`config.mk`:
```
export PLATFORM = sky130hd
export DESIGN_NAME = ex_unit
export DESIGN_NICKNAME = d
export VERILOG_FILES = /design/src/verilog/ex_pkg.sv /design/src/verilog/ex_alu_stage.sv /design/src/verilog/ex_resolve_stage.sv /design/src/verilog/ex_unit.sv
export SDC_FILE = /design/constraint.sdc
export NUM_CORES = 1
export LEC_CHECK = 0
export BUFFER_PORTS_ARGS = -buffer_cell sky130_fd_sc_hd__buf_2
export CORE_UTILIZATION = 57
export CTS_CLUSTER_DIAMETER = 40
export DETAILED_ROUTE_END_ITERATION = 7
export PLACE_DENSITY = 0.87
export RECOVER_POWER = 50
export SLEW_MARGIN = 20
export SYNTH_ARGS = -nofsm -noshare
export SYNTH_HDL_FRONTEND = slang
export SYNTH_SLANG_ARGS = --single-unit
```
`constraint.sdc`:
```
create_clock -name clk_i -period 6.45 [get_ports clk_i]
set_clock_uncertainty 0.2 [all_clocks]
set_input_delay 1.29 -clock clk_i [delete_from_list [all_inputs] [get_ports clk_i]]
set_output_delay 1.29 -clock clk_i [all_outputs]
set_load 0.03 [all_outputs]
```
`src/verilog/ex_pkg.sv`:
```
package ex_pkg;

    localparam int XLEN       = 32;
    localparam int REG_ADDR_W = 5;
    localparam int SHAMT_W    = 5;
    localparam int INSN_BYTES = 4;

    // instruction class, as decoded upstream
    typedef enum logic [3:0] {
        OP_LUI,
        OP_AUIPC,
        OP_JAL,
        OP_JALR,
        OP_BRANCH,
        OP_LOAD,
        OP_STORE,
        OP_IMM,
        OP_REG
    } ex_op_e;

    // alu functions, then branch conditions, then access sizes
    typedef enum logic [4:0] {
        FN_ADD,
        FN_SUB,
        FN_SLL,
        FN_SLT,
        FN_SLTU,
        FN_XOR,
        FN_SRL,
        FN_SRA,
        FN_OR,
        FN_AND,
        FN_BEQ,
        FN_BNE,
        FN_BLT,
        FN_BGE,
        FN_BLTU,
        FN_BGEU,
        FN_BYTE,
        FN_HALF,
        FN_WORD,
        FN_BYTE_U,
        FN_HALF_U
    } ex_fn_e;

    typedef struct packed {
        logic [XLEN-1:0]       pc;
        ex_op_e                op;
        ex_fn_e                fn;
        logic [XLEN-1:0]       imm;
        logic [XLEN-1:0]       rs1;
        logic [XLEN-1:0]       rs2;
        logic [REG_ADDR_W-1:0] rd;
    } ex_req_t;

    // value is the alu result, immediate or link; addr is address or target
    typedef struct packed {
        ex_op_e                op;
        ex_fn_e                fn;
        logic [REG_ADDR_W-1:0] rd;
        logic [XLEN-1:0]       value;
        logic [XLEN-1:0]       addr;
        logic [XLEN-1:0]       rs2;
        logic                  taken;
    } ex_mid_t;

    typedef struct packed {
        logic [REG_ADDR_W-1:0] rd;
        logic                  wen;
        logic [XLEN-1:0]       wdata;
    } ex_res_t;

    typedef struct packed {
        logic            en;
        logic            we;
        logic [XLEN-1:0] addr;
        logic [XLEN-1:0] wdata;
        ex_fn_e          size;
    } ex_mem_t;

    typedef struct packed {
        logic            valid;
        logic [XLEN-1:0] target;
    } ex_redirect_t;

endpackage

```
`src/verilog/ex_alu_stage.sv`:
```
`timescale 1ns/1ps

module ex_alu_stage
    import ex_pkg::*;
(
    input  logic    clk_i,
    input  logic    arst_n_i,
    input  logic    req_valid_i,
    input  ex_req_t req_i,
    input  logic    flush_i,
    output logic    mid_valid_o,
    output ex_mid_t mid_o
);

    logic               req_valid_q;
    ex_req_t            req_q;
    logic [XLEN-1:0]    op_b;
    logic [SHAMT_W-1:0] shamt;
    logic [XLEN-1:0]    alu_res;
    logic [XLEN-1:0]    pc_imm;
    logic [XLEN-1:0]    rs1_imm;
    logic               taken;

    always_ff @(posedge clk_i or negedge arst_n_i) begin
        if (!arst_n_i) begin
            req_valid_q <= 1'b0;
        end else begin
            req_valid_q <= req_valid_i & ~flush_i;
        end
    end

    always_ff @(posedge clk_i) begin
        if (req_valid_i) begin
            req_q <= req_i;
        end
    end

    assign op_b  = (req_q.op == OP_IMM) ? req_q.imm : req_q.rs2;
    assign shamt = op_b[SHAMT_W-1:0];

    always_comb begin
        case (req_q.fn)
            FN_ADD:  alu_res = req_q.rs1 + op_b;
            FN_SUB:  alu_res = req_q.rs1 - op_b;
            FN_SLL:  alu_res = req_q.rs1 << shamt;
            FN_SLT:  alu_res = {{(XLEN-1){1'b0}}, $signed(req_q.rs1) < $signed(op_b)};
            FN_SLTU: alu_res = {{(XLEN-1){1'b0}}, req_q.rs1 < op_b};
            FN_XOR:  alu_res = req_q.rs1 ^ op_b;
            FN_SRL:  alu_res = req_q.rs1 >> shamt;
            FN_SRA:  alu_res = $signed(req_q.rs1) >>> shamt;
            FN_OR:   alu_res = req_q.rs1 | op_b;
            FN_AND:  alu_res = req_q.rs1 & op_b;
            default: alu_res = '0;
        endcase
    end

    assign pc_imm  = req_q.pc + req_q.imm;
    assign rs1_imm = req_q.rs1 + req_q.imm;

    // jumps always redirect, branches on their compare
    always_comb begin
        taken = 1'b0;
        case (req_q.op)
            OP_JAL, OP_JALR: taken = 1'b1;
            OP_BRANCH: begin
                case (req_q.fn)
                    FN_BEQ:  taken = req_q.rs1 == req_q.rs2;
                    FN_BNE:  taken = req_q.rs1 != req_q.rs2;
                    FN_BLT:  taken = $signed(req_q.rs1) < $signed(req_q.rs2);
                    FN_BGE:  taken = $signed(req_q.rs1) >= $signed(req_q.rs2);
                    FN_BLTU: taken = req_q.rs1 < req_q.rs2;
                    FN_BGEU: taken = req_q.rs1 >= req_q.rs2;
                    default: taken = 1'b0;
                endcase
            end
            default: taken = 1'b0;
        endcase
    end

    always_comb begin
        mid_o.op    = req_q.op;
        mid_o.fn    = req_q.fn;
        mid_o.rd    = req_q.rd;
        mid_o.rs2   = req_q.rs2;
        mid_o.taken = taken;
        case (req_q.op)
            OP_LUI:          mid_o.value = req_q.imm;
            OP_AUIPC:        mid_o.value = pc_imm;
            OP_JAL, OP_JALR: mid_o.value = req_q.pc + XLEN'(INSN_BYTES);
            default:         mid_o.value = alu_res;
        endcase
        case (req_q.op)
            OP_JALR, OP_LOAD, OP_STORE: mid_o.addr = rs1_imm;
            default:                    mid_o.addr = pc_imm;
        endcase
    end

    assign mid_valid_o = req_valid_q & ~flush_i;

    // the held request and the one presented with the flush both die here
    a_flush_squash: assert property (
        @(posedge clk_i) disable iff (!arst_n_i)
        flush_i |-> !mid_valid_o ##1 !mid_valid_o
    );

endmodule

```
`src/verilog/ex_resolve_stage.sv`:
```
`timescale 1ns/1ps

module ex_resolve_stage
    import ex_pkg::*;
(
    input  logic         clk_i,
    input  logic         arst_n_i,
    input  logic         mid_valid_i,
    input  ex_mid_t      mid_i,
    output logic         res_valid_o,
    output ex_res_t      res_o,
    output ex_mem_t      mem_o,
    output ex_redirect_t redirect_o
);

    logic            wen;
    logic            is_load;
    logic            is_store;
    logic            res_valid_q;
    logic            mem_en_q;
    logic            redirect_valid_q;
    ex_res_t         res_q;
    logic            mem_we_q;
    logic [XLEN-1:0] addr_q;
    logic [XLEN-1:0] mem_wdata_q;
    ex_fn_e          mem_size_q;

    always_comb begin
        case (mid_i.op)
            OP_LUI, OP_AUIPC, OP_JAL, OP_JALR, OP_LOAD, OP_IMM, OP_REG: wen = 1'b1;
            default: wen = 1'b0;
        endcase
    end

    assign is_load  = mid_i.op == OP_LOAD;
    assign is_store = mid_i.op == OP_STORE;

    always_ff @(posedge clk_i or negedge arst_n_i) begin
        if (!arst_n_i) begin
            res_valid_q      <= 1'b0;
            mem_en_q         <= 1'b0;
            redirect_valid_q <= 1'b0;
        end else begin
            res_valid_q      <= mid_valid_i;
            mem_en_q         <= mid_valid_i & (is_load | is_store);
            redirect_valid_q <= mid_valid_i & mid_i.taken;
        end
    end

    // load data arrives later from memory, so wdata stays zero for loads
    always_ff @(posedge clk_i) begin
        if (mid_valid_i) begin
            res_q.rd    <= mid_i.rd;
            res_q.wen   <= wen;
            res_q.wdata <= (wen && !is_load) ? mid_i.value : '0;
            mem_we_q    <= is_store;
            addr_q      <= mid_i.addr;
            mem_wdata_q <= is_store ? mid_i.rs2 : '0;
            mem_size_q  <= mid_i.fn;
        end
    end

    assign res_valid_o = res_valid_q;
    assign res_o       = res_q;

    always_comb begin
        mem_o.en          = mem_en_q;
        mem_o.we          = mem_we_q;
        mem_o.addr        = addr_q;
        mem_o.wdata       = mem_wdata_q;
        mem_o.size        = mem_size_q;
        redirect_o.valid  = redirect_valid_q;
        redirect_o.target = addr_q;
    end

    // two younger requests are squashed through the flush loop
    a_redirect_gap: assert property (
        @(posedge clk_i) disable iff (!arst_n_i)
        redirect_o.valid |-> res_valid_o ##1 !res_valid_o [*2]
    );

    a_mem_qualified: assert property (
        @(posedge clk_i) disable iff (!arst_n_i)
        mem_o.en |-> res_valid_o && !(mem_o.we && res_o.wen)
    );

endmodule

```
`src/verilog/ex_unit.sv`:
```
`timescale 1ns/1ps

module ex_unit
    import ex_pkg::*;
(
    input  logic         clk_i,
    input  logic         arst_n_i,
    input  logic         req_valid_i,
    input  ex_req_t      req_i,
    output logic         res_valid_o,
    output ex_res_t      res_o,
    output ex_mem_t      mem_o,
    output ex_redirect_t redirect_o
);

    logic    mid_valid;
    ex_mid_t mid;
    logic    flush;

    // redirect is already registered, so it feeds back directly
    assign flush = redirect_o.valid;

    ex_alu_stage u_alu_stage (
        .clk_i       (clk_i),
        .arst_n_i    (arst_n_i),
        .req_valid_i (req_valid_i),
        .req_i       (req_i),
        .flush_i     (flush),
        .mid_valid_o (mid_valid),
        .mid_o       (mid)
    );

    ex_resolve_stage u_resolve_stage (
        .clk_i       (clk_i),
        .arst_n_i    (arst_n_i),
        .mid_valid_i (mid_valid),
        .mid_i       (mid),
        .res_valid_o (res_valid_o),
        .res_o       (res_o),
        .mem_o       (mem_o),
        .redirect_o  (redirect_o)
    );

endmodule
```
== After elaboration in Yosys (flattened, before gate mapping) ==
Cells that the tools add are included.
Widths: inputs -> output; s select.

* Flip-flop bits (word level): 254
* Output and inout port bits: 143
* Logic and storage cells: 80

* Add/subtract/negate cells: 5
* Order comparisons: 6
* Eq/ne operators: 25
* Shift-type cells: 3
* Mux-type cells: 7
* Bitwise operators: 9
* Reduce and logical (&&, ||, !) cells: 7

{| class="wikitable"
|+ Operators with widths
! kind !! count
|-
| $pmux 32 s10 || 1
|-
| $lt 32x32->1 || 4
|-
| $add 32x32->32 || 3
|-
| $pmux 32 s3 || 1
|-
| $ge 32x32->1 || 2
|-
| $mux 32 || 2
|-
| $eq 5x4->1 const B || 8
|-
| $add 32x3->32 const B || 1
|-
| $and 32x32->32 || 1
|-
| $eq 32x32->1 || 1
|-
| $ne 32x32->1 || 1
|-
| $or 32x32->32 || 1
|-
| $shl 32x5->32 || 1
|-
| $shr 32x5->32 || 1
|-
| $sshr 32x5->32 || 1
|-
| $sub 32x32->32 || 1
|-
| $xor 32x32->32 || 1
|-
| $eq 5x3->1 const B || 4
|-
| $eq 4x3->1 const B || 4
|-
| $eq 5x2->1 const B || 2
|-
| $eq 4x2->1 const B || 2
|-
| $reduce_or 7->1 || 1
|-
| $pmux 1 s6 || 1
|-
| $eq 5x1->1 const B || 1
|-
| other kinds (13) || 16
|}

== Logic depth before layout (Yosys ltp) ==
* Depth in word-level cells: 5
* Depth in mapped cells: 20
* Depth with buffers taken out: 15

== Cells and area by module ==
A second synthesis with hierarchy kept.

* Cells, all modules: 2668
* Area, all modules: 23555.1 um^2

{| class="wikitable"
|+ Modules (own cells, without submodules)
! module !! instances !! cells an instance !! area an instance (um^2) !! seq. area each (um^2)
|-
| ex_alu_stage || 1 || 2369 || 18781.8 || 4289.1
|-
| ex_resolve_stage || 1 || 299 || 4773.3 || 3318.2
|}

== Worst setup path before layout ==
OpenSTA, ideal clock, no wires.

* Path type: register -> register
* From: register u_alu_stage.req_q (netlist bit u_alu_stage.mid_o[110])
* To: register u_resolve_stage.res_q (netlist bit u_resolve_stage.res_o[30]), data pin
* Setup time: 0.263 ns
* Data arrival time: 4.113 ns
* Slack: 1.874 ns
* Cell stages (with the launch flop): 18
* Period minus slack after synthesis: 4.576 ns
* Path through: edfxtp_1 -> nand4b_2 -> mux2i_1 -> buf_4 -> inv_2 -> buf_2 -> buf_2 -> buf_1 -> ha_1 -> a21o_1 -> a21oi_1 -> o21ai_0 -> o31a_1 -> a311oi_1 -> o31ai_1 -> xor2_1 -> a221oi_2 -> o21ai_1

* Longest elaborated chain between the ends: 5
* Elaborated cells between the ends (all ways): 23

{| class="wikitable"
|+ Ends and longest elaborated chain
! item !! line !! RTL
|-
| from (decl) || ex_alu_stage.sv:16 || <nowiki>ex_req_t req_q;</nowiki>
|-
| from (signal assigned) || ex_alu_stage.sv:34 || <nowiki>req_q <= req_i;</nowiki>
|-
| $eq 4x3->1 || ex_alu_stage.sv:38, ex_resolve_stage.sv:29 ||
|-
| $mux 32 || ex_alu_stage.sv:38 || <nowiki>assign op_b = (req_q.op == OP_IMM) ? req_q.imm : req_q.rs2;</nowiki>
|-
| $sub 32x32->32 (tied with other cells) || ex_alu_stage.sv:44 || <nowiki>FN_SUB: alu_res = req_q.rs1 - op_b;</nowiki>
|-
| $pmux 32 s10 || ex_alu_stage.sv:42 || <nowiki>case (req_q.fn)</nowiki>
|-
| $pmux 32 s3 || ex_alu_stage.sv:86 || <nowiki>case (req_q.op)</nowiki>
|-
| to (decl) || ex_resolve_stage.sv:22 || <nowiki>ex_res_t res_q;</nowiki>
|}

Parallel ways exist; a longest one is shown, timed or not.
A chain may end at the register's enable or synchronous reset.

== Worst setup path in the final report ==
* From: register u_alu_stage.req_q (netlist bit u_alu_stage.mid_o[109])
* To: register u_resolve_stage.res_q (netlist bit u_resolve_stage.res_o[27]), data pin

Same word-level chain as after synthesis.

==> flow_metrics.tcl <==
set metrics [dict create \
    outcome "finished with violations" \
    failed_checks "max-capacitance violations, max-slew violations" \
    wire_per_inst_um 29.8 \
    r2r_start "u_alu_stage.mid_o[109]$_DFFE_PP_" \
    critical_path.cell_chain "and4b_2 > buf_4 > a21o_1 > inv_1 > ha_1 > clkinv_1 > a21oi_1 > o31ai_1 > nor4b_1 > and3b_1 > a21oi_1 > xor2_1 > o22ai_1 > nor3_1 > o22ai_1" \
    reg2reg_depth 15 \
    r2r-end "u_resolve_stage.res_o[27]$_SDFFCE_PN0P_" \
    grt_pass1_wl_um 145000 \
    crit_slowest_cell "edfxtp_1" \
    cts_tree "done" \
    routed_wl_um 100000 \
    p_leak_nw 11.2 \
    io_pins 288 \
    rrSetupSlack_ns 0.95 \
    synthTopCellsByCount "250 x edfxtp_1, 236 x nand2_1, 222 x a21oi_1" \
    synth_ff_type "edfxtp_1" \
    setup_tns_ns 0 \
    worstHoldPathType "register to register" \
    port_buffers 287 \
    finalCritPeriodShare_pct 85.3 \
    clock-sinks 254 \
    grt_util_all_layers_pct 47.3 \
    antenna_found_initial 3 \
    fmaxAchievable_mhz 182 \
    grt_max_degree 77 \
    insertion_delay_ns 0.61 \
    viasPerCell 7.05 \
    design_area_um2 26300 \
    numCtsBuffers 40 \
    postSynthCellCount 2614 \
    num_rows 73 \
    synth_fp_nets 2950 \
    synth_area_um2 23300 \
    crit_arrival_ns 5.62 \
    synth_top_area_share_pct 32.2 \
    postSynthAreaPerCell_um2 8.92 \
    finalHoldViolCount 0 \
    hold_slack_ns 0.217 \
    cts_setup_buffers 0 \
    final.fill_count 3241 \
    yosys.area.top_type "edfxtp_1" \
    maxSlewHeadroom_pct -94.8 \
    synth_edf_count 250 \
    synth_seq_cells 254 \
    first_pass_iters 7 \
    fin_nets 3152 \
    max_cap_violations 8 \
    worst_slew_pin_slew_ns 2.92 \
    clk_pin_slew_worst_paths_ns 0.06 \
    syn_to_final_growth_pct 12.9 \
    crit_fanout 58 \
    async_flop_share_pct 1.57 \
    peakVddDrop_v 0.000297 \
    worstHoldPathCells 0 \
    die_x_um 204 \
    cp_top_family "simple AND/OR/NAND/NOR gates" \
    rsz0062_at_grt "no" \
    root_buffer "clkbuf_16" \
    gr-total-overflow 0 \
    utilization_pct 65.8 \
    yosysMostFrequentCell "edfxtp_1" \
    design.core.area_um2 40000 \
    min_to "u_resolve_stage.res_o[37]$_DFFE_PP_" \
    chipHeight_um 204 \
    htreeDepth 2 \
    fin_crit_ns 5.50 \
    crit_path_end_kind "register" \
    min_from "u_alu_stage.mid_o[101]$_DFFE_PP_" \
    dp_hpwl_um 74800 \
    setup_viol 0 \
    synth_area_leaders "edfxtp_1 32%, ha_1 10%, a21oi_1 4.8%, mux2i_1 4.8%, nand2_1 3.8%" \
    ctsHoldBuffers 0 \
    cts.path.max_buffers 3 \
    initial_utilization_pct 58.3 \
    ys_seq_area_share_pct 32.6 \
    placed_area_um2 25000 \
    place_congestion 1.10 \
    cts_resized 0 \
    synthDistinctLibCells 92 \
    first_iter_violations 3361 \
    maxSlewViolCount 326 \
    vias 23800 \
    critPathMaxStageDelay_ns 0.63 \
    ant_nets 0 \
    power.density_nw_per_um2 275 \
    dieArea_um2 41700 \
    crit_type "register to register" \
    yosys_warnings 0 \
    drc 0 \
    worst_setup_path_start_kind "register" \
    grt_pass1_vias 22800 \
    crit_required_ns 6.57 \
    path_buf_inv 3 \
    layout-drive-gt1-share_pct 16.4 \
]
routing by layer:
layer / global-route usage [%] / vias to the layer above / part of all wire (%)
met5: 0 / - / 0.0050
li1: - / 10200 / -
met2: 71.7 / 1876 / 43
met3: 13.8 / 445 / 13
met1: 59.6 / 11300 / 36
met4: 28.4 / 2 / 7.2
cell usage in the layout (no fill, tap or decap), types with 19 or more instances in the layout:
cell	Yosys	layout
nand2_1	236	235
o31ai_1	25	25
edfxtp_1	250	250
o21bai_1	26	26
nor3_1	51	51
inv_1	146	145
nand4_1	30	30
and2_1	49	30
o211ai_1	27	27
a211oi_1	34	33
nand3_1	49	49
and2_0	0	19
a31oi_1	25	25
and3_1	24	23
buf_4	38	39
xnor2_1	72	72
o221ai_1	26	26
mux4_2	29	29
clkbuf_1	97	19
a21o_1	79	79
nor2_1	213	213
a21oi_1	222	222
xor2_1	35	35
o21ai_0	158	158
clkbuf_16	0	40
mux2i_1	111	108
a221oi_1	22	22
ha_1	188	188
buf_2	19	277
o22ai_1	41	41
nor2b_1	21	21
worst max path at each step:
stage,from,to,slack [ns],cells after the start
after CTS,u_alu_stage.mid_o[109]$_DFFE_PP_,u_resolve_stage.res_o[27]$_SDFFCE_PN0P_,1.18,15
after global placement,u_alu_stage.mid_o[110]$_DFFE_PP_,u_resolve_stage.res_o[27]$_SDFFCE_PN0P_,1.24,15
after global routing,u_alu_stage.mid_o[109]$_DFFE_PP_,u_resolve_stage.res_o[27]$_SDFFCE_PN0P_,0.73,15
final,u_alu_stage.mid_o[109]$_DFFE_PP_,u_resolve_stage.res_o[27]$_SDFFCE_PN0P_,0.95,15
after detailed placement,u_alu_stage.mid_o[110]$_DFFE_PP_,u_resolve_stage.res_o[27]$_SDFFCE_PN0P_,1.20,15
after floorplan,u_alu_stage.mid_o[110]$_DFFE_PP_,u_resolve_stage.res_o[30]$_SDFFCE_PN0P_,1.87,17
power by group:
part	leakage, nW	internal [mW]	total (mW)	switching (mW)
Clock	0.664	1.31	2.23	0.921
Combinational	8.04	0.915	2.78	1.87
Sequential	2.52	2.02	2.21	0.192
Total	11.2	4.25	7.23	2.98
stage by stage:
| step | instances | power [mW] | setup slack, ns |
|---|---|---|---|
| after floorplan | 2614 | 4.04 | 1.87 |
| after global placement | 3298 | 4.82 | 1.24 |
| after detailed placement | 3298 | 4.86 | 1.20 |
| after CTS | 3372 | 7.10 | 1.18 |
| after global routing | 3373 | 7.45 | 0.735 |
| final | 3374 | 7.23 | 0.949 |
flip-flops by register name (all words and copies together) (netlist names):
signal and cells:
u_resolve_stage.res_valid_o 1, u_resolve_stage.mem_size_q 5, u_resolve_stage.mem_en_q 1, u_resolve_stage.addr_q 32, u_resolve_stage.res_o 38, u_alu_stage.mid_o 46
u_resolve_stage.redirect_valid_q 1, u_alu_stage.req_q 96, u_resolve_stage.mem_wdata_q 32, u_resolve_stage.mem_we_q 1, u_alu_stage.req_valid_q 1
worst reg2reg max path, stage by stage, from the launching register on:
cell and delay (ns):
edfxtp_1 0.63, and4b_2 0.38, buf_4 0.52, a21o_1 0.25
inv_1 0.07, ha_1 0.55, clkinv_1 0.40, a21oi_1 0.32
o31ai_1 0.19, nor4b_1 0.42, and3b_1 0.23, a21oi_1 0.11
xor2_1 0.18, o22ai_1 0.11, nor3_1 0.51, o22ai_1 0.16
layout make-up:
cell class	instances	area (µm²)	area share, %
diodes	1	2.50	0.00951
multi-input cells	2034	14300	54.4
clock inverters	31	365	1.39
well taps	525	657	2.50
flip-flops and latches	254	7610	28.9
repair buffers	335	1770	6.72
clock buffers	43	1020	3.88
inverters	151	571	2.17
kinds of logic (layout without fill, tap and decap cells):
group	count (synthesis)	in the layout	share of synthesized area, %
multiplexers	156	156	8.48
buffers and inverters	326	560	6.14
flip-flops	254	254	32.6
XOR/XNOR	107	107	4.02
AND/OR/NAND/NOR	752	752	15.2
adder cells (fa/ha/maj)	191	191	10.4
other	0	1	0
AO/OA/AOI/OAI	828	828	23.2
Power figures use the tool's default switching activity.
